===== config.mk =====
export PLATFORM = sky130hd
export DESIGN_NAME = fetch_unit
export DESIGN_NICKNAME = d
export VERILOG_FILES = /design/src/source/core_cfg_pkg.sv /design/src/source/fetch_unit.sv
export SDC_FILE = /design/constraint.sdc
export NUM_CORES = 2
export LEC_CHECK = 0
export BUFFER_PORTS_ARGS = -buffer_cell sky130_fd_sc_hd__buf_2
export CORE_ASPECT_RATIO = 0.5
export CORE_MARGIN = 1.5
export CORE_UTILIZATION = 50
export DETAILED_ROUTE_END_ITERATION = 10
export GPL_TIMING_DRIVEN = 0
export PLACE_DENSITY_LB_ADDON = 0.25
export SYNTH_ARGS = -nofsm -noshare
export SYNTH_HDL_FRONTEND = slang
export SYNTH_SLANG_ARGS = --single-unit

===== constraint.sdc =====
create_clock -name clk -period 3.3 [get_ports clk]
set_input_delay 0.165 -clock clk [delete_from_list [all_inputs] [get_ports clk]]
set_output_delay 0.165 -clock clk [all_outputs]
set_load 0.05 [all_outputs]

===== src/source/core_cfg_pkg.sv =====
// Core configuration
// Machine widths and storage types shared by every stage of the RV32I pipeline

`default_nettype none

package core_cfg_pkg;

    localparam int XLEN     = 32;   // Integer data width
    localparam int NUM_REGS = 32;   // Architectural integer registers

    // Data word held in registers and produced by the ALU
    typedef logic [XLEN-1:0] word_t;

    // Byte address of an instruction
    typedef logic [XLEN-1:0] pc_t;

    // Raw instruction word, fixed by the ISA
    typedef logic [31:0] instr_t;

    // Register index
    typedef logic [$clog2(NUM_REGS)-1:0] reg_addr_t;

endpackage

`default_nettype wire


===== src/source/fetch_unit.sv =====
// Fetch unit
// Program counter, loadable instruction memory and the IF/ID instruction
// register. The PC steps by 4 on every enabled cycle

`timescale 1ns/1ps
`default_nettype none

module fetch_unit #(
    parameter int IMEM_ADDR_WIDTH = 6
) (
    input  wire logic                         clk,
    input  wire logic                         i_rst,
    input  wire logic                         i_en,
    input  wire logic                         i_imem_wen,
    input  wire logic [IMEM_ADDR_WIDTH-1:0]   i_imem_waddr,
    input  wire core_cfg_pkg::instr_t         i_imem_data,
    output core_cfg_pkg::pc_t                 o_pc,
    output core_cfg_pkg::instr_t              o_instr
);

    localparam int IMEM_DEPTH = 2 ** IMEM_ADDR_WIDTH;

    core_cfg_pkg::instr_t imem [0:IMEM_DEPTH-1];
    core_cfg_pkg::instr_t fetch_word;

    // Word-addressed, so the two byte-offset bits are dropped
    assign fetch_word = imem[o_pc[IMEM_ADDR_WIDTH+1:2]];

    // Load port
    always_ff @(posedge clk) begin
        if (i_imem_wen) begin
            imem[i_imem_waddr] <= i_imem_data;
        end
    end

    always_ff @(posedge clk) begin
        if (i_rst) begin
            o_pc    <= '0;
            o_instr <= '0;                  // All-zero word decodes as a no-op
        end else if (i_en) begin
            o_pc    <= o_pc + 32'd4;
            o_instr <= fetch_word;
        end
    end

endmodule

`default_nettype wire


# --- Yosys cells after proc, flatten, opt, wreduce, memory -nomap -nowiden ---
# Memories as Yosys holds them, arrays and structs flattened. A register that Yosys moved wholly into a read port is not among the register bits.
# Index checks and enable logic that the tools add are counted.
totals:
  reg_bits: 32
  ramBits: 2048
  output_inout_bits: 64
  wordCells: 5
  n_memories: 1
op_classes:
  addsub: 1
  mux: 2
mem_list:
  columns: ["memory", "depth", "word_bits", "read_ports", "rd_ports_with_merged_regs", "wr", "line", "source"]
  rows:
  - ["imem", 64, 32, 1, 1, 1, "fetch_unit.sv:23", "core_cfg_pkg::instr_t imem [0:IMEM_DEPTH-1];"]
ops:
  columns: ["cell", "n"]
  rows:
  - ["32-bit by 3-bit adder with 32-bit output, second input constant", 1]
  - ["1-bit two-way mux", 2]

# --- Longest topological paths before layout ---
logic_depth:
  ltp_word: 2
  ltp_mapped: 11
  mapped_depth_nobuf: 7

# --- Worst setup path after synthesis ---
# OpenSTA, ideal clock, no wires.
synth_timing:
  path_type: "in2reg"
  start: "input i_imem_waddr[3]"
  end: "memory imem[48][0] (netlist name), enable pin"
  t_arrival_ps: 2889
  t_required_ps: 2839
  setup_slack_ps: -50
  stages: 4
  n_path_buf: 1
  cell_sequence: "clkbuf_1 -> nor2b_1 -> nand4b_1 -> nor3_1"
synth_rtl:
  columns: ["item", "line", "source"]
  rows:
  - ["start, declared", "fetch_unit.sv:15", "input wire logic [IMEM_ADDR_WIDTH-1:0] i_imem_waddr,"]
  - ["end, declared", "fetch_unit.sv:23", null]
# Straight into the memory's write port.

==> summary.md <==
| Metric | Value |
|---|---|
| Outcome | `finished with violations` |
| Violated checks | `design-rule violations, max-capacitance violations, max-slew violations, negative setup slack` |
| Max-slew violations | `64` |
| Core area | `about 160,000 µm²` |
| R2R depth | `7` |
| Filler cell count | `between 10,000 and 15,000` |
| Chip Width | `573 µm` |
| Switch Pwr | `12.4 mW` |
| Crit end category | `register` |
| Power Total | `~55 mW` |
| Avg Cell Area, Syn | `between 20 and 25 µm²` |
| Hold depth | `3` |
| Hold Startpoint | `i_rst` |
| Vias in the first global route | `~43,000` |
| Area of the mapped netlist | `~80,000 µm²` |
| Gr usage total | `about 30%` |
| Adder-cell share of the synthesized area | `less than 1%` |
| Worst-margin pin slew | `about 1.5 ns` |
| Fraction of registers with async set/reset | `0%` |
| Tightest Hold Check Type | `input pin to register` |
| Comb power frac | `7.4%` |
| Vias/cell | `~6.7` |
| Share of cells above drive strength 1 | `a little over a quarter` |
| Number of buffers created by CTS | `approximately 180` |
| CTS Buffer Depth | `3` |
| Cell count after synthesis | `around 3,900` |
| Leading area contributor after synthesis | `edfxtp_1` |
| Crit Path Max Fanout | `10` |
| Iteration-0 DRC Markers | `8,064` |
| Die height | `slightly below 300 µm` |
| Post-synthesis xor/xnor area fraction | `less than 1%` |
| H-tree levels | `4` |
| Critical Path Source | `o_pc[4]$_SDFFE_PP0P_` |
| Synth top area cells | `edfxtp_1 (76%), mux4_2 (11%), mux2i_1 (3.7%)` |
| Cell mode on critical path | `buf_4` |
| I/O Buffers | `97` |
| F_max | `0.294 GHz` |
| Unique cell type count in the Yosys netlist | `65` |
| Pwr/cell area | `about 590 nW/µm²` |
| Initial antenna violation count | `24` |
| Post-detailed-routing wire length | `254 mm` |
| CP startpoint kind | `register` |
| Setup Skew | `0.0255 ns` |
| VDD IR-drop max | `0.482 mV` |
| Slowest stage cell, crit path | `a211oi_4` |
| Root buf cell | `clkbuf_16` |
| Total negative slack | `-0.372 ns` |
| Post-Place Worst Slack | `-1.29 ns` |
| DR WL/cell | `just under 40 µm` |
| Row count | `between 100 and 150` |
| Main combinational cell family by area after synthesis | `multiplexers` |
| Critical path endpoint | `o_instr[18]$_SDFFE_PP0P_` |
| EDFF count, synth | `around 2,000` |
| Simple-gate share of the synthesized area | `2.50%` |
| R2R Path Start | `o_pc[4]$_SDFFE_PP0P_` |
| Flop pwr share | `54.3%` |
| Synth top area share | `between 70% and 80%` |
| DPL Wire Length | `170 mm` |
| Clock Latency Late Sink | `around 0.83 ns` |
| Worst EP arrival | `about 4.2 ns` |
| Sequential fraction of the synthesis area | `between 70% and 80%` |
| First-pass GRT wire length | `345 mm` |
| Crit path setup slack, layout | `-0.0966 ns` |
| Post-synthesis compound-gate area fraction | `between 3 and 4%` |
| Fin crit share | `103%` |
| Final hold viol count | `0` |
| DRC | `8` |
| RSZ-0062 raised after global routing | `false` |
| Grt total ovfl | `0` |
| Setup Crit Path Kind | `register to register` |
| Leak | `~29 nW` |
| DRT Pass-1 Iters | `9` |
| Util after Layout | `around 58%` |
| Final-stage net count | `approximately 4,300` |
| CP Data Required Time | `a little over 4 ns` |
| Ys Warns | `0` |
| Cell Chain, Critical Path | `buf_4 -> buf_4 -> nor2b_2 -> clkbuf_2 -> a22oi_1 -> a211oi_4 -> o31a_1` |
| Routed via count | `between 40,000 and 50,000` |
| Mux contribution to synthesized area | `around 15%` |
| Min cycle time layout | `around 3.4 ns` |
| Io pins | `~110` |
| Worst-path clk slew | `about 0.070 ns` |
| Slew HR | `-0.865%` |
| Area grow syn2layout | `14.4%` |
| ANT nets after route | `0` |
| FF-to-FF End | `o_instr[18]$_SDFFE_PP0P_` |
| Final Wtd Congestion | `slightly above 0.9` |
| Initial Util | `around half` |
| CP peak stage delay | `0.81 ns` |
| R2R setup slack | `-0.1 ns` |
| Final Setup Violations | `10` |
| Synth Flop Type | `edfxtp_1` |
| Die area | `approximately 170,000 µm²` |
| Sw frac | `a little under a quarter` |
| Internal | `between 40 and 50 mW` |
| Multi-input gate area in the final layout | `around 18,000 µm²` |
| CTS Sinks | `around 2,100` |
| Max_cap viols | `1` |
| Clock power share | `38.3%` |
| CTS tree | `yes` |
| Flip-flop and latch area | `approximately 63,000 µm²` |
| Synth Register Bits | `approximately 2,100` |
| Largest net degree at the start of global routing | `65` |
power by group through the flow:
stage	clock network, mW	logic (mW)	registers (mW)
2_1_floorplan	0	2.01	30.3
3_3_place_gp	0	3.70	30.2
3_5_place_dp	0	3.83	30.3
4_1_cts	20.9	3.90	29.7
5_1_grt	21.9	4.12	29.7
6_report	20.9	4.02	29.7
state kept, by name, summed over array words and instances, names as in the netlist:
signal   count
o_instr     32
imem      2048
o_pc        30
placed cells by master, fill, tap and decap left out, drive strengths merged, types with 15 or more instances in the layout:
cell type | Yosys | final
a211oi | 53 | 53
a21oi | 57 | 57
a22oi | 99 | 99
buf | 170 | 339
clkbuf | 52 | 297
clkinv | 1 | 82
dfxtp | 62 | 62
edfxtp | 2048 | 2048
mux2 | 15 | 15
mux2i | 302 | 302
mux4 | 392 | 392
nand2 | 68 | 68
nand3 | 77 | 77
nand4 | 28 | 28
nor2 | 175 | 175
nor2b | 25 | 25
nor3 | 23 | 23
o21ai | 36 | 36
o221ai | 26 | 26
o22ai | 28 | 28
xor2 | 23 | 23
cell families after synthesis:
group | after synthesis
flip-flops | 2110
multiplexers | 709
AND/OR/NAND/NOR | 432
AO/OA/AOI/OAI | 376
buffers and inverters | 225
XOR/XNOR | 29
adder cells (fa/ha/maj) | 1
other | 1
metal layers:
layer / vias to the layer above / GRT usage [%] / share of wire (%)
met5: - / 0 / 0.033
met4: 12 / 13.6 / 4.7
met3: 603 / 9.87 / 15
met2: 3433 / 45.5 / 44
met1: 23200 / 42.4 / 37
li1: 16900 / - / -
worst min-delay path by stage:
stage                     slack, ns                       end
after global routing           0.07   o_instr[2]$_SDFFE_PP0P_
after global placement         0.47   o_instr[0]$_SDFFE_PP0P_
final                          0.05   o_instr[2]$_SDFFE_PP0P_
after floorplan                0.26      imem[0][0]$_DFFE_PP_
after detailed placement       0.47  o_instr[12]$_SDFFE_PP0P_
after CTS                      0.02   o_instr[2]$_SDFFE_PP0P_
worst max-delay path: cells and delay by family (launching register included):
| kind | cells | cell delay [ns] |
|---|---|---|
| AO/OA/AOI/OAI | 3 | 1.26 |
| buffers and inverters | 3 | 0.99 |
| AND/OR/NAND/NOR | 1 | 0.63 |
| flip-flops | 1 | 0.44 |
layout make-up:
type	count	share of cell area, %
flip-flops and latches	2110	67.5
plain buffers	220	1.87
inverters	3	0.0175
well taps	2173	2.92
diodes	9	0.0242
multi-input cells	1549	19.2
clock inverters	95	0.709
repair buffers	180	2.33
clock buffers	241	5.42
repair_timing:
action,4_1_cts,5_1_grt
pin swaps,10,7
hold buffers,1,3
gates resized for setup,133,50
buffers inserted,3,0
endpoints found under the setup margin,37,31
endpoints found under the hold margin,5,48
cell usage after synthesis, drive strengths merged, types with 25 or more instances:
cell and count:
nor2 175, a211oi 53, o21ai 36, nand2 68, mux4 392, nor2b 25, edfxtp 2048, o221ai 26
nand4 28, o22ai 28, a22oi 99, dfxtp 62, nand3 77, mux2i 302, a21oi 57, clkbuf 52
buf 170
per-stage QoR:
step                      hold slack (ns)  area, µm²  std cells
after floorplan                     0.264      81300       3884
after global placement              0.468      84500       6154
after detailed placement            0.474      86600       6228
after CTS                          0.0173      92800       6567
after global routing               0.0651      93000       6574
final                              0.0504      93000       6580
(Power assumes the default switching activity.)
