===== config.mk =====
export PLATFORM = sky130hd
export DESIGN_NAME = result_stage
export DESIGN_NICKNAME = d
export VERILOG_FILES = /design/src/source/core_cfg_pkg.sv /design/src/source/result_stage.sv
export SDC_FILE = /design/constraint.sdc
export NUM_CORES = 1
export LEC_CHECK = 0
export ABC_AREA = 1
export BUFFER_PORTS_ARGS = -buffer_cell sky130_fd_sc_hd__buf_2
export CAP_MARGIN = 10
export CORE_MARGIN = 10
export CORE_UTILIZATION = 31
export DETAILED_ROUTE_END_ITERATION = 10
export GPL_TIMING_DRIVEN = 0
export SETUP_SLACK_MARGIN = 0.3
export SKIP_LAST_GASP = 1
export SLEW_MARGIN = 10
export SYNTH_ARGS = -nofsm -noshare
export SYNTH_HDL_FRONTEND = slang
export SYNTH_SLANG_ARGS = --single-unit

===== constraint.sdc =====
create_clock -name clk -period 1.1 [get_ports clk]
set_input_delay 0.11 -clock clk [delete_from_list [all_inputs] [get_ports clk]]
set_output_delay 0.11 -clock clk [all_outputs]
set_load 0.1 [all_outputs]

===== src/source/core_cfg_pkg.sv =====
// Core configuration
// Machine widths and storage types shared by every stage of the RV32I pipeline

`default_nettype none

package core_cfg_pkg;

    localparam int XLEN     = 32;   // Integer data width
    localparam int NUM_REGS = 32;   // Architectural integer registers

    // Data word held in registers and produced by the ALU
    typedef logic [XLEN-1:0] word_t;

    // Byte address of an instruction
    typedef logic [XLEN-1:0] pc_t;

    // Raw instruction word, fixed by the ISA
    typedef logic [31:0] instr_t;

    // Register index
    typedef logic [$clog2(NUM_REGS)-1:0] reg_addr_t;

endpackage

`default_nettype wire


===== src/source/result_stage.sv =====
// Result stage
// Chooses the final value and holds the EX/WB register that drives the
// register write and the forward path

`timescale 1ns/1ps
`default_nettype none

module result_stage (
    input  wire logic                      clk,
    input  wire logic                      i_rst,
    input  wire logic                      i_en,
    input  wire core_cfg_pkg::word_t       i_alu_result,
    input  wire core_cfg_pkg::reg_addr_t   i_rd,
    input  wire logic                      i_reg_write,
    input  wire logic                      i_is_lui,
    input  wire core_cfg_pkg::word_t       i_imm,
    output logic                           o_wb_we,
    output core_cfg_pkg::reg_addr_t        o_wb_rd,
    output core_cfg_pkg::word_t            o_wb_data
);

    logic wb_reg_write;

    always_ff @(posedge clk) begin
        if (i_rst) begin
            wb_reg_write <= 1'b0;
            o_wb_rd      <= '0;
            o_wb_data    <= '0;
        end else if (i_en) begin
            wb_reg_write <= i_reg_write;
            o_wb_rd      <= i_rd;
            o_wb_data    <= i_is_lui ? i_imm : i_alu_result;   // LUI takes the upper immediate
        end
    end

    // No write on a frozen cycle
    assign o_wb_we = wb_reg_write & i_en;

endmodule

`default_nettype wire


# Yosys cells after proc, flatten, opt, wreduce, memory -nomap -nowiden
# Index checks and enable logic that the tools add are counted.
[classes]
addsub = 0
mul = 0
div = 0
magnitude_cmp = 0
n_eq_ne = 0
n_shift = 0
n_mux = 1
bitwise_logic = 1
n_reduce_logical = 0
[ops]
columns = ["cell", "count"]
rows = [
  ["32-bit two-way mux", 1],
  ["1-bit AND", 1],
]
[word_totals]
register_bits = 38
latchBits = 0
ramBits = 0
mem_bits_ro = 0
input_bits = 74
word_cells = 5
n_memories = 0

# Logic depth before layout (Yosys ltp)
# Gate-level depths: netlist of the first run.
[depth]
ltp_word = 1
depth_mapped = 7

# Worst setup path after synthesis of the first run
# OpenSTA, ideal clock, no wires.
[synth_path]
path_kind = "reg2reg"
startpoint = "reg o_wb_data[0] (netlist name)"
endpoint = "reg o_wb_data[0]"
setup_ps = 56
arrival_ps = 1192
path_slack_ps = -148
stages_incl_launch_ff = 5
period_less_slack_ps = 1248
path_cell_list = "dfxtp_1 -> nor2_1 -> nor2_1 -> nand2_1 -> inv_1"
[synth_lines]
columns = ["element", "line", "rtl"]
rows = [
  ["end signal, assigned", "result_stage.sv:32", "o_wb_data <= i_is_lui ? i_imm : i_alu_result;"],
  ["end, declared", "result_stage.sv:19", "output core_cfg_pkg::word_t o_wb_data"],
]

# Final worst setup path of the first run
[layout_path]
startpoint = "reg wb_reg_write"
endpoint = "out o_wb_we"
[layout_via]
elab_chain_len = 1
[layout_lines]
columns = ["element", "line", "rtl"]
rows = [
  ["start, declared", "result_stage.sv:22", "logic wb_reg_write;"],
  ["start signal, assigned", "result_stage.sv:30", "wb_reg_write <= i_reg_write;"],
  ["1-bit AND", "result_stage.sv:37", "assign o_wb_we = wb_reg_write & i_en;"],
  ["end, declared", "result_stage.sv:17", "output logic o_wb_we,"],
]
# No other way between the ends.

==> impl_metrics.tcl, run 1 <==
set metrics [dict create \
    result_of_the_run "finished, final reports clean" \
    antenna_cells_inserted 0 \
    initial_antenna_violation_count 0 \
    max_clock_freq_ghz 0.9533 \
    synthTopCellsByArea "dfxtp_1, nand2_1, nor2_1, nand3_1, inv_1" \
    number_of_buffers_inserted_during_clock_tree_synthesis 5 \
    worst-r2r-cell-count 4 \
    worstSetupStartpointType "register" \
    synth.avg_cell_area_um2 6.235 \
    data_required_time_at_the_worst_endpoint_ns 0.99 \
    drt-total-wl_um 6309 \
    syn_nets 377 \
    max_slew_violation_total_from_the_final_report 0 \
    post_synthesis_cell_type_with_the_largest_combined_area "dfxtp_1" \
    insertion_delay_ns 0.28 \
    input_output_buffers 108 \
    power_leakage_nw 1.788 \
    endpoint_kind "output port" \
    timing.hold.worst_path_depth 3 \
    floorplan.initialDensity_pct 31.91 \
    largest_net_degree_at_the_start_of_global_routing 13 \
    worst_setup_hold_path_clk_slew_ns 0.07 \
    yosys.area.top_type_share_pct 40.26 \
    min_path_type "primary input to register" \
    num-nets-final 492 \
    timing.max_cap.violations 0 \
    skew_ns 0 \
    root_buffer "clkbuf_8" \
    path_max_fanout 2 \
    number_of_setup_violations_in_the_final_report 0 \
    rows 28 \
    clock_path_buffers 2 \
    die_height_um 98.07 \
    hold-worst-slack_ns 0.05120 \
    grt_setup_unrepaired "true" \
    first_global_vias 2185 \
    post_route_cells_drive_above_1_share_pct 41.77 \
    initialDrtViolationCount 61 \
    first_pass_iters 4 \
    die_area_um2 9617 \
    worstSetupPathType "register to output port" \
    cts.sinks 38 \
    mostFrequentLayoutCell "nand2_1" \
    cts_tree "yes" \
    synth-seq-area-share_pct 40.26 \
    grt_remaining_overflow 0 \
    post_synth_inst_count 303 \
    p_per_area_nw_per_um2 1291 \
    syn_to_final_growth_pct 77.95 \
    fill_cells 571 \
    detail_route.vias_per_cell 4.261 \
    gp_congestion 0.7435 \
    cts.htree.levels 2 \
    vias 2105 \
    hold_buffers 0 \
    top_level_ports 112 \
    yosys_register_bits 38 \
    fin_crit_ns 1.049 \
    ys.warnings.count 0 \
    final_antenna_net_count 0 \
    tightest_slew_ns 0.4531 \
    cts_post_setup_buffers_inserted 0 \
    grt_pass1_wl_um 10430 \
    slew_headroom_pct 69.79 \
    die_width_um 98.07 \
    synth_area_um2 1889 \
    min_period_over_period_pct 95.36 \
    dp_hpwl_um 4806 \
    floorplan.core_area_um2 5921 \
    grt_use_total_pct 12.80 \
    critPathArrivalTime_ns 0.94 \
    hold_viol_final 0 \
    fin_tns_setup_ns 0 \
    mostFrequentLayoutCells "nand2_1, buf_2, nor2_1" \
    routed_wire_length_per_instance_um 12.77 \
    max-vdd-ir-drop_mv 0.5519 \
    synth.distinct_cells 11 \
    detail_route.drc_violations 0 \
]
-- synth_stat cells --
cell type,n
inv_4,1
dfxtp_1,38
inv_1,34
buf_2,4
a21oi_1,6
nand3_1,32
nor2_1,64
nand2_1,109
buf_6,7
clkbuf_1,1
buf_4,7
-- cell families (layout without fill, tap and decap cells) --
group,after synthesis,count (layout),synth area share [%]
buf+inv,54,170,15.30
simple gates,205,205,42.85
compound gates,6,6,1.589
flops,38,38,40.26
-- metal layers --
metal | vias to the layer above | part of all wire (%) | GRT usage (%)
met2 | 75 | 46 | 20.51
met1 | 896 | 44 | 15.21
met4 | 0 | 0.63 | 3.691
met5 | - | 0 | 0
li1 | 1128 | - | -
met3 | 6 | 9.5 | 5.426
-- through the flow --
stage | power [mW] | instance area, um^2 | worst slack [ns] | utilization [%] | std cells
2_1_floorplan | 2.580 | 2047 | 0.1878 | - | 303
3_3_place_gp | 2.865 | 2681 | 0.1061 | 45.29 | 486
4_1_cts | 4.406 | 3362 | 0.03680 | 56.78 | 494
3_5_place_dp | 2.875 | 2681 | 0.1026 | 45.29 | 486
5_1_grt | 4.572 | 3362 | 0.0007627 | 56.78 | 494
6_report | 4.339 | 3362 | 0.05104 | 56.78 | 494
-- state kept, by name, summed over array words and instances (netlist names) --
register,flops
o_wb_data,32
wb_reg_write,1
o_wb_rd,5
-- area by class of cell --
type	instances	area, um^2	area share, %
inverters	35	137.6	4.094
flip-flops and latches	38	900.9	26.80
well taps	75	93.84	2.791
multi-input cells	211	847.1	25.20
clock buffers	5	68.82	2.047
plain buffers	19	162.7	4.838
repair buffers	108	1111	33.05
clock inverters	3	40.04	1.191
-- worst paths after layout --
path | start | to | slack, ns
min reg2reg | wb_reg_write | wb_reg_write | 0.49
min | i_reg_write | wb_reg_write | 0.05
max | wb_reg_write | o_wb_we | 0.05
max reg2reg | o_wb_data[11] | o_wb_data[11] | 0.40
-- power breakdown --
| part | internal (mW) | switching, mW |
|---|---|---|
| registers | 1.45 | 0.101 |
| logic | 0.615 | 1.02 |
| clock network | 0.667 | 0.482 |
-- critical path: stages (launching register included) --
cell and delay [ns]:
dfxtp_2 0.34, nand2_4 0.06, clkinvlp_4 0.09, buf_12 0.17
-- repair_timing --
action / in CTS / in global routing
gates resized for setup: 153 / 0
setup endpoints to repair: 38 / 38
pin swaps: 1 / 0
No activity file was read; power rests on OpenSTA's default activity.
==> run 2: changes to the inputs <==
==> constraint.sdc (replaced) <==
create_clock -name clk -period 1.1 [get_ports clk]
set_input_delay 0.11 -clock clk [delete_from_list [all_inputs] [get_ports clk]]
set_output_delay 0.11 -clock clk [all_outputs]
set_load 0.02 [all_outputs]
==> run 2 against run 1 <==
Via count is 1.6% lower. Final cell count is 0.20% higher. First-iteration DRC count is 13% lower. Largest power group is now registers. Clock power is 3% higher. Flip-flop and latch count stayed put.
==> impl_metrics.tcl, run 2 (same netlist as run 1, synthesis figures left out) <==
set metrics [dict create \
    final_antenna_net_count 0 \
    post_route_cells_drive_above_1_share_pct 42.14 \
    endpoint_kind "output port" \
    detail_route.vias_per_cell 4.186 \
    floorplan.initialDensity_pct 31.91 \
    largest_register_ff_count 32 \
    registers.top_by_ff_count "o_wb_data" \
    worstSetupPathType "register to output port" \
    worst_setup_hold_path_clk_slew_ns 0.07 \
    fill_cells 604 \
    max-vdd-ir-drop_mv 0.6095 \
    min_path_type "primary input to register" \
    antenna_cells_inserted 0 \
    syn_to_final_growth_pct 55.70 \
    skew_ns 0 \
    placement.setup.worst_slack_ns 0.2948 \
    cells_along_the_critical_path "nand2_2 -> inv_2 -> buf_6" \
    power_leakage_nw 1.687 \
    share_comb_of_total_power_pct 24.1 \
    reg2reg_setup_slack_ns 0.32 \
    rows 28 \
    number_of_buffers_inserted_during_clock_tree_synthesis 5 \
    max_slew_violation_total_from_the_final_report 0 \
    number_of_setup_violations_in_the_final_report 0 \
    tightest_slew_ns 0.4043 \
    largest_net_degree_at_the_start_of_global_routing 12 \
    cts.sinks 38 \
    min_from "i_reg_write" \
    switching_share_pct 26.80 \
    dpl_cell_area_um2 2524 \
    crit_path_top_delay_cell "dfxtp_2" \
    timing.hold.worst_path_depth 3 \
    hold-path-endpoint "wb_reg_write" \
    insertion_delay_ns 0.27 \
    hold_viol_final 0 \
    worstReg2RegEnd "o_wb_data[5]" \
    postLayoutCellArea_um2 2942 \
    fin_tns_setup_ns 0 \
    vias 2072 \
    path_max_fanout 2 \
    top_flop_regs "o_wb_data: 32 flops, o_wb_rd: 5 flops, wb_reg_write: 1 flops" \
    pwr-share-seq_pct 43.1 \
    fin_crit_ns 0.9199 \
    worst-r2r-cell-count 5 \
    critPathArrivalTime_ns 0.81 \
    top_level_ports 112 \
    root_buffer "clkbuf_8" \
    routed_wire_length_per_instance_um 12.31 \
    data_required_time_at_the_worst_endpoint_ns 0.99 \
    clock_path_buffers 2 \
    first_pass_iters 4 \
    part_of_the_total_power_dissipated_in_the_clock_network_pct 32.8 \
    mostFrequentLayoutCell "nand2_1" \
    min_period_over_period_pct 83.62 \
    gp_congestion 0.7630 \
    cts_tree "yes" \
    initial_antenna_violation_count 0 \
    mostFrequentLayoutCells "nand2_1, buf_2, nor2_1" \
    max_clock_freq_ghz 1.087 \
    p_total_mw 3.622 \
    grt_remaining_overflow 0 \
    grt_setup_unrepaired "true" \
    detail_route.drc_violations 0 \
    grt_use_total_pct 12.27 \
    cts.htree.levels 2 \
    die_area_um2 9617 \
    cpPeakStageDelay_ns 0.34 \
    dp_hpwl_um 4697 \
    worstSetupStartpointType "register" \
    input_output_buffers 108 \
    final_critical_path_setup_slack_ns 0.1801 \
    num-nets-final 494 \
    first_global_vias 2130 \
    die_height_um 98.07 \
    initialDrtViolationCount 53 \
    floorplan.core_area_um2 5921 \
    r2r-start "o_wb_data[5]" \
    grt_pass1_wl_um 10050 \
    drt-total-wl_um 6092 \
    timing.max_cap.violations 0 \
    die_width_um 98.07 \
    result_of_the_run "finished, final reports clean" \
    p_per_area_nw_per_um2 1231 \
    power.net_switching_mw 0.9705 \
    slew_headroom_pct 73.05 \
    layout.core_utilization_pct 49.68 \
    internal_cell_power_mw 2.651 \
]
## run 2: metrics by stage
step	std cells	hold slack [ns]
after global placement	486	0.3592
after detailed placement	486	0.3612
after global routing	495	0.04974
final	495	0.05800
after floorplan	303	0.2505
after CTS	494	0.04983
## run 2: power by group through the flow
| stage | Sequential (mW) | Clock [mW] | Combinational [mW] |
|---|---|---|---|
| floorplan | 1.67 | 0 | 0.345 |
| global placement | 1.54 | 0 | 0.762 |
| detailed placement | 1.55 | 0 | 0.765 |
| CTS | 1.56 | 1.23 | 0.882 |
| global route | 1.57 | 1.29 | 0.978 |
| finish | 1.56 | 1.19 | 0.874 |
## run 2: how the worst max path moves through the flow
stage                      start            end  slack, ns  cells after the start
floorplan                   i_en  o_wb_data[30]       0.40                      6
global placement           i_rst  o_wb_data[19]       0.29                      5
detailed placement         i_rst  o_wb_data[17]       0.29                      5
CTS                 wb_reg_write        o_wb_we       0.16                      3
global route        wb_reg_write        o_wb_we       0.14                      3
finish              wb_reg_write        o_wb_we       0.18                      3
## run 2: layout make-up
class / instances / area, um^2 / share of cell area, %
Clock inverter: 1 / 30.03 / 1.021
Inverter: 35 / 133.9 / 4.551
Tap cell: 75 / 93.84 / 3.190
Sequential cell: 38 / 808.3 / 27.48
Clock buffer: 6 / 82.58 / 2.807
Multi-Input combinational cell: 211 / 844.6 / 28.71
Timing Repair Buffer: 110 / 793.3 / 26.97
Buffer: 19 / 155.1 / 5.274
## run 2: worst max-delay path, delay by kind of cell (launching register included)
kind                   cells  cell delay (ns)
buffers and inverters      2             0.14
AND/OR/NAND/NOR            1             0.05
flip-flops                 1             0.34
## run 2: per-layer routing
| metal | vias up | GRT usage (%) | share of wire [%] |
|---|---|---|---|
| li1 | 1125 | - | - |
| met1 | 869 | 14.70 | 45 |
| met2 | 72 | 19.54 | 44 |
| met3 | 6 | 5.426 | 9.8 |
| met5 | - | 0 | 0 |
| met4 | 0 | 3.132 | 0.98 |
## run 2: repair_timing
action,CTS,global route
gates resized for setup,114,3
setup buffers,1,1
hold buffers,0,0
cloned,0,0
pin swaps,0,1
endpoints found under the setup margin,38,39
==> run 3: changes to the inputs <==
clock period = 0.8 ns   (was 1.1 ns; I/O delays follow)
==> run 3 against run 2 <==
The run now ends with negative setup slack left. Global-route usage is 0.11 points lower. Worst hold slack got worse by 0.023 ns. Clock-buffer cell count did not move. Power rose by 49%. Sequential power rose by 37%. Non-clock buffer count is the same. Sequential share of layout area fell by 0.96 points. Via count is 1.8% higher.
==> impl_metrics.tcl, run 3 (same netlist as run 1, synthesis figures left out) <==
set metrics [dict create \
    result_of_the_run "finished, violations left" \
    violations_in_the_final_reports "negative setup slack" \
    multi_input_comb_area_um2 907.1 \
    grt_pass1_wl_um 9811 \
    grt_setup_unrepaired "true" \
    clock_path_buffers 2 \
    pwr-share-seq_pct 39.7 \
    top_flop_regs "o_wb_data: 32 flops, o_wb_rd: 5 flops, wb_reg_write: 1 flops" \
    die_height_um 98.07 \
    switching_share_pct 25.82 \
    path_max_fanout 2 \
    share_comb_of_total_power_pct 23.5 \
    min_period_over_period_pct 112.1 \
    drt-total-wl_um 6238 \
    p_per_area_nw_per_um2 1745 \
    worstSetupStartpointType "register" \
    part_of_the_total_power_dissipated_in_the_clock_network_pct 36.8 \
    endpoint_kind "output port" \
    slew_headroom_pct 71.18 \
    root_buffer "clkbuf_8" \
    skew_ns 0 \
    cts.htree.levels 2 \
    largest_register_ff_count 32 \
    grt_use_total_pct 12.16 \
    floorplan.initialDensity_pct 31.91 \
    post_route_cells_drive_above_1_share_pct 47.51 \
    num-nets-final 494 \
    floorplan.core_area_um2 5921 \
    worst_setup_hold_path_clk_slew_ns 0.07 \
    max_clock_freq_ghz 1.115 \
    fin_crit_ns 0.8966 \
    worstSetupPathType "register to output port" \
    data_required_time_at_the_worst_endpoint_ns 0.72 \
    dpl_cell_area_um2 2630 \
    initialDrtViolationCount 51 \
    first_global_vias 2089 \
    vias 2109 \
    critPathArrivalTime_ns 0.82 \
    internal_cell_power_mw 4.007 \
    power.net_switching_mw 1.395 \
    die_area_um2 9617 \
    die_width_um 98.07 \
    reg2reg_setup_slack_ns 0.07 \
    hold_buffers 0 \
    top_level_ports 112 \
    max-vdd-ir-drop_mv 0.7532 \
    initial_antenna_violation_count 0 \
    insertion_delay_ns 0.28 \
    final_antenna_net_count 0 \
    largest_net_degree_at_the_start_of_global_routing 13 \
    antenna_cells_inserted 0 \
    power_leakage_nw 1.722 \
    final_critical_path_setup_slack_ns -0.09656 \
    grt_remaining_overflow 0 \
    layout.area.seq_um2 820.8 \
    cts.sinks 38 \
    syn_to_final_growth_pct 63.84 \
    detail_route.drc_violations 0 \
    registers.top_by_ff_count "o_wb_data" \
    min_path_type "primary input to register" \
    hold_viol_final 0 \
    fill_cells 592 \
    timing.max_cap.violations 0 \
    dp_hpwl_um 4751 \
    mostFrequentLayoutCells "nand2_1, buf_2, buf_6" \
    number_of_setup_violations_in_the_final_report 38 \
    input_output_buffers 108 \
    postLayoutCellArea_um2 3095 \
    detail_route.vias_per_cell 4.252 \
    gp_congestion 0.7866 \
    mostFrequentLayoutCell "nand2_1" \
    max_slew_violation_total_from_the_final_report 0 \
    first_pass_iters 4 \
    number_of_buffers_inserted_during_clock_tree_synthesis 5 \
    layoutNonFillerInstCount 496 \
    tightest_slew_ns 0.4323 \
    cts_tree "yes" \
    number_of_cells_in_the_design_after_placement 486 \
    routed_wire_length_per_instance_um 12.58 \
    rows 28 \
]
-- run 3: final cells by class --
class	count	area share [%]
Sequential cell	38	26.52
Multi-Input combinational cell	211	29.30
Timing Repair Buffer	110	25.87
Clock inverter	2	1.940
Clock buffer	6	2.668
Inverter	35	4.325
Buffer	19	6.346
Tap cell	75	3.032
-- run 3: through the flow --
| step | setup TNS, ns | utilization (%) | hold slack (ns) | total power [mW] | setup WS [ns] |
|---|---|---|---|---|---|
| global route | -2.118 | 52.28 | 0.03940 | 5.695 | -0.1382 |
| detailed placement | 0 | 44.42 | 0.3274 | 3.230 | 0.02016 |
| global placement | 0 | 44.42 | 0.3224 | 3.217 | 0.01762 |
| CTS | -1.364 | 51.20 | 0.01927 | 5.450 | -0.1102 |
| floorplan | 0 | - | 0.2113 | 2.814 | 0.1378 |
| finish | -0.9573 | 52.28 | 0.03481 | 5.402 | -0.09656 |
-- run 3: worst paths after layout --
check                 from       endpoint  cells after the start
max           wb_reg_write        o_wb_we                      3
min                i_rd[1]     o_wb_rd[1]                      3
max reg2reg  o_wb_data[22]  o_wb_data[22]                      5
min reg2reg   wb_reg_write   wb_reg_write                      2
-- run 3: routing by layer --
layer | share of wire (%) | up-vias | global-route usage [%]
met5 | 0 | - | 0
met4 | 1.2 | 0 | 3.468
met3 | 9.2 | 6 | 5.426
met2 | 44 | 73 | 17.87
met1 | 46 | 895 | 15.62
li1 | - | 1135 | -
-- run 3: power by group through the flow --
| stage | Combinational [mW] | Sequential [mW] | Clock [mW] |
|---|---|---|---|
| after global routing | 1.41 | 2.16 | 2.12 |
| after CTS | 1.25 | 2.13 | 2.06 |
| after global placement | 1.08 | 2.14 | 0 |
| after detailed placement | 1.08 | 2.15 | 0 |
| after floorplan | 0.502 | 2.31 | 0 |
| final | 1.27 | 2.14 | 1.99 |
-- run 3: worst max-delay path, cell delays in order (launching register included) --
cell,delay [ns]
dfxtp_2,0.34
nand2_2,0.05
inv_2,0.04
buf_6,0.11
-- run 3: what timing repair did --
action	CTS	global route
setup endpoints to repair	76	76
pin swaps	13	12
resized for setup	78	22
setup buffers	2	0
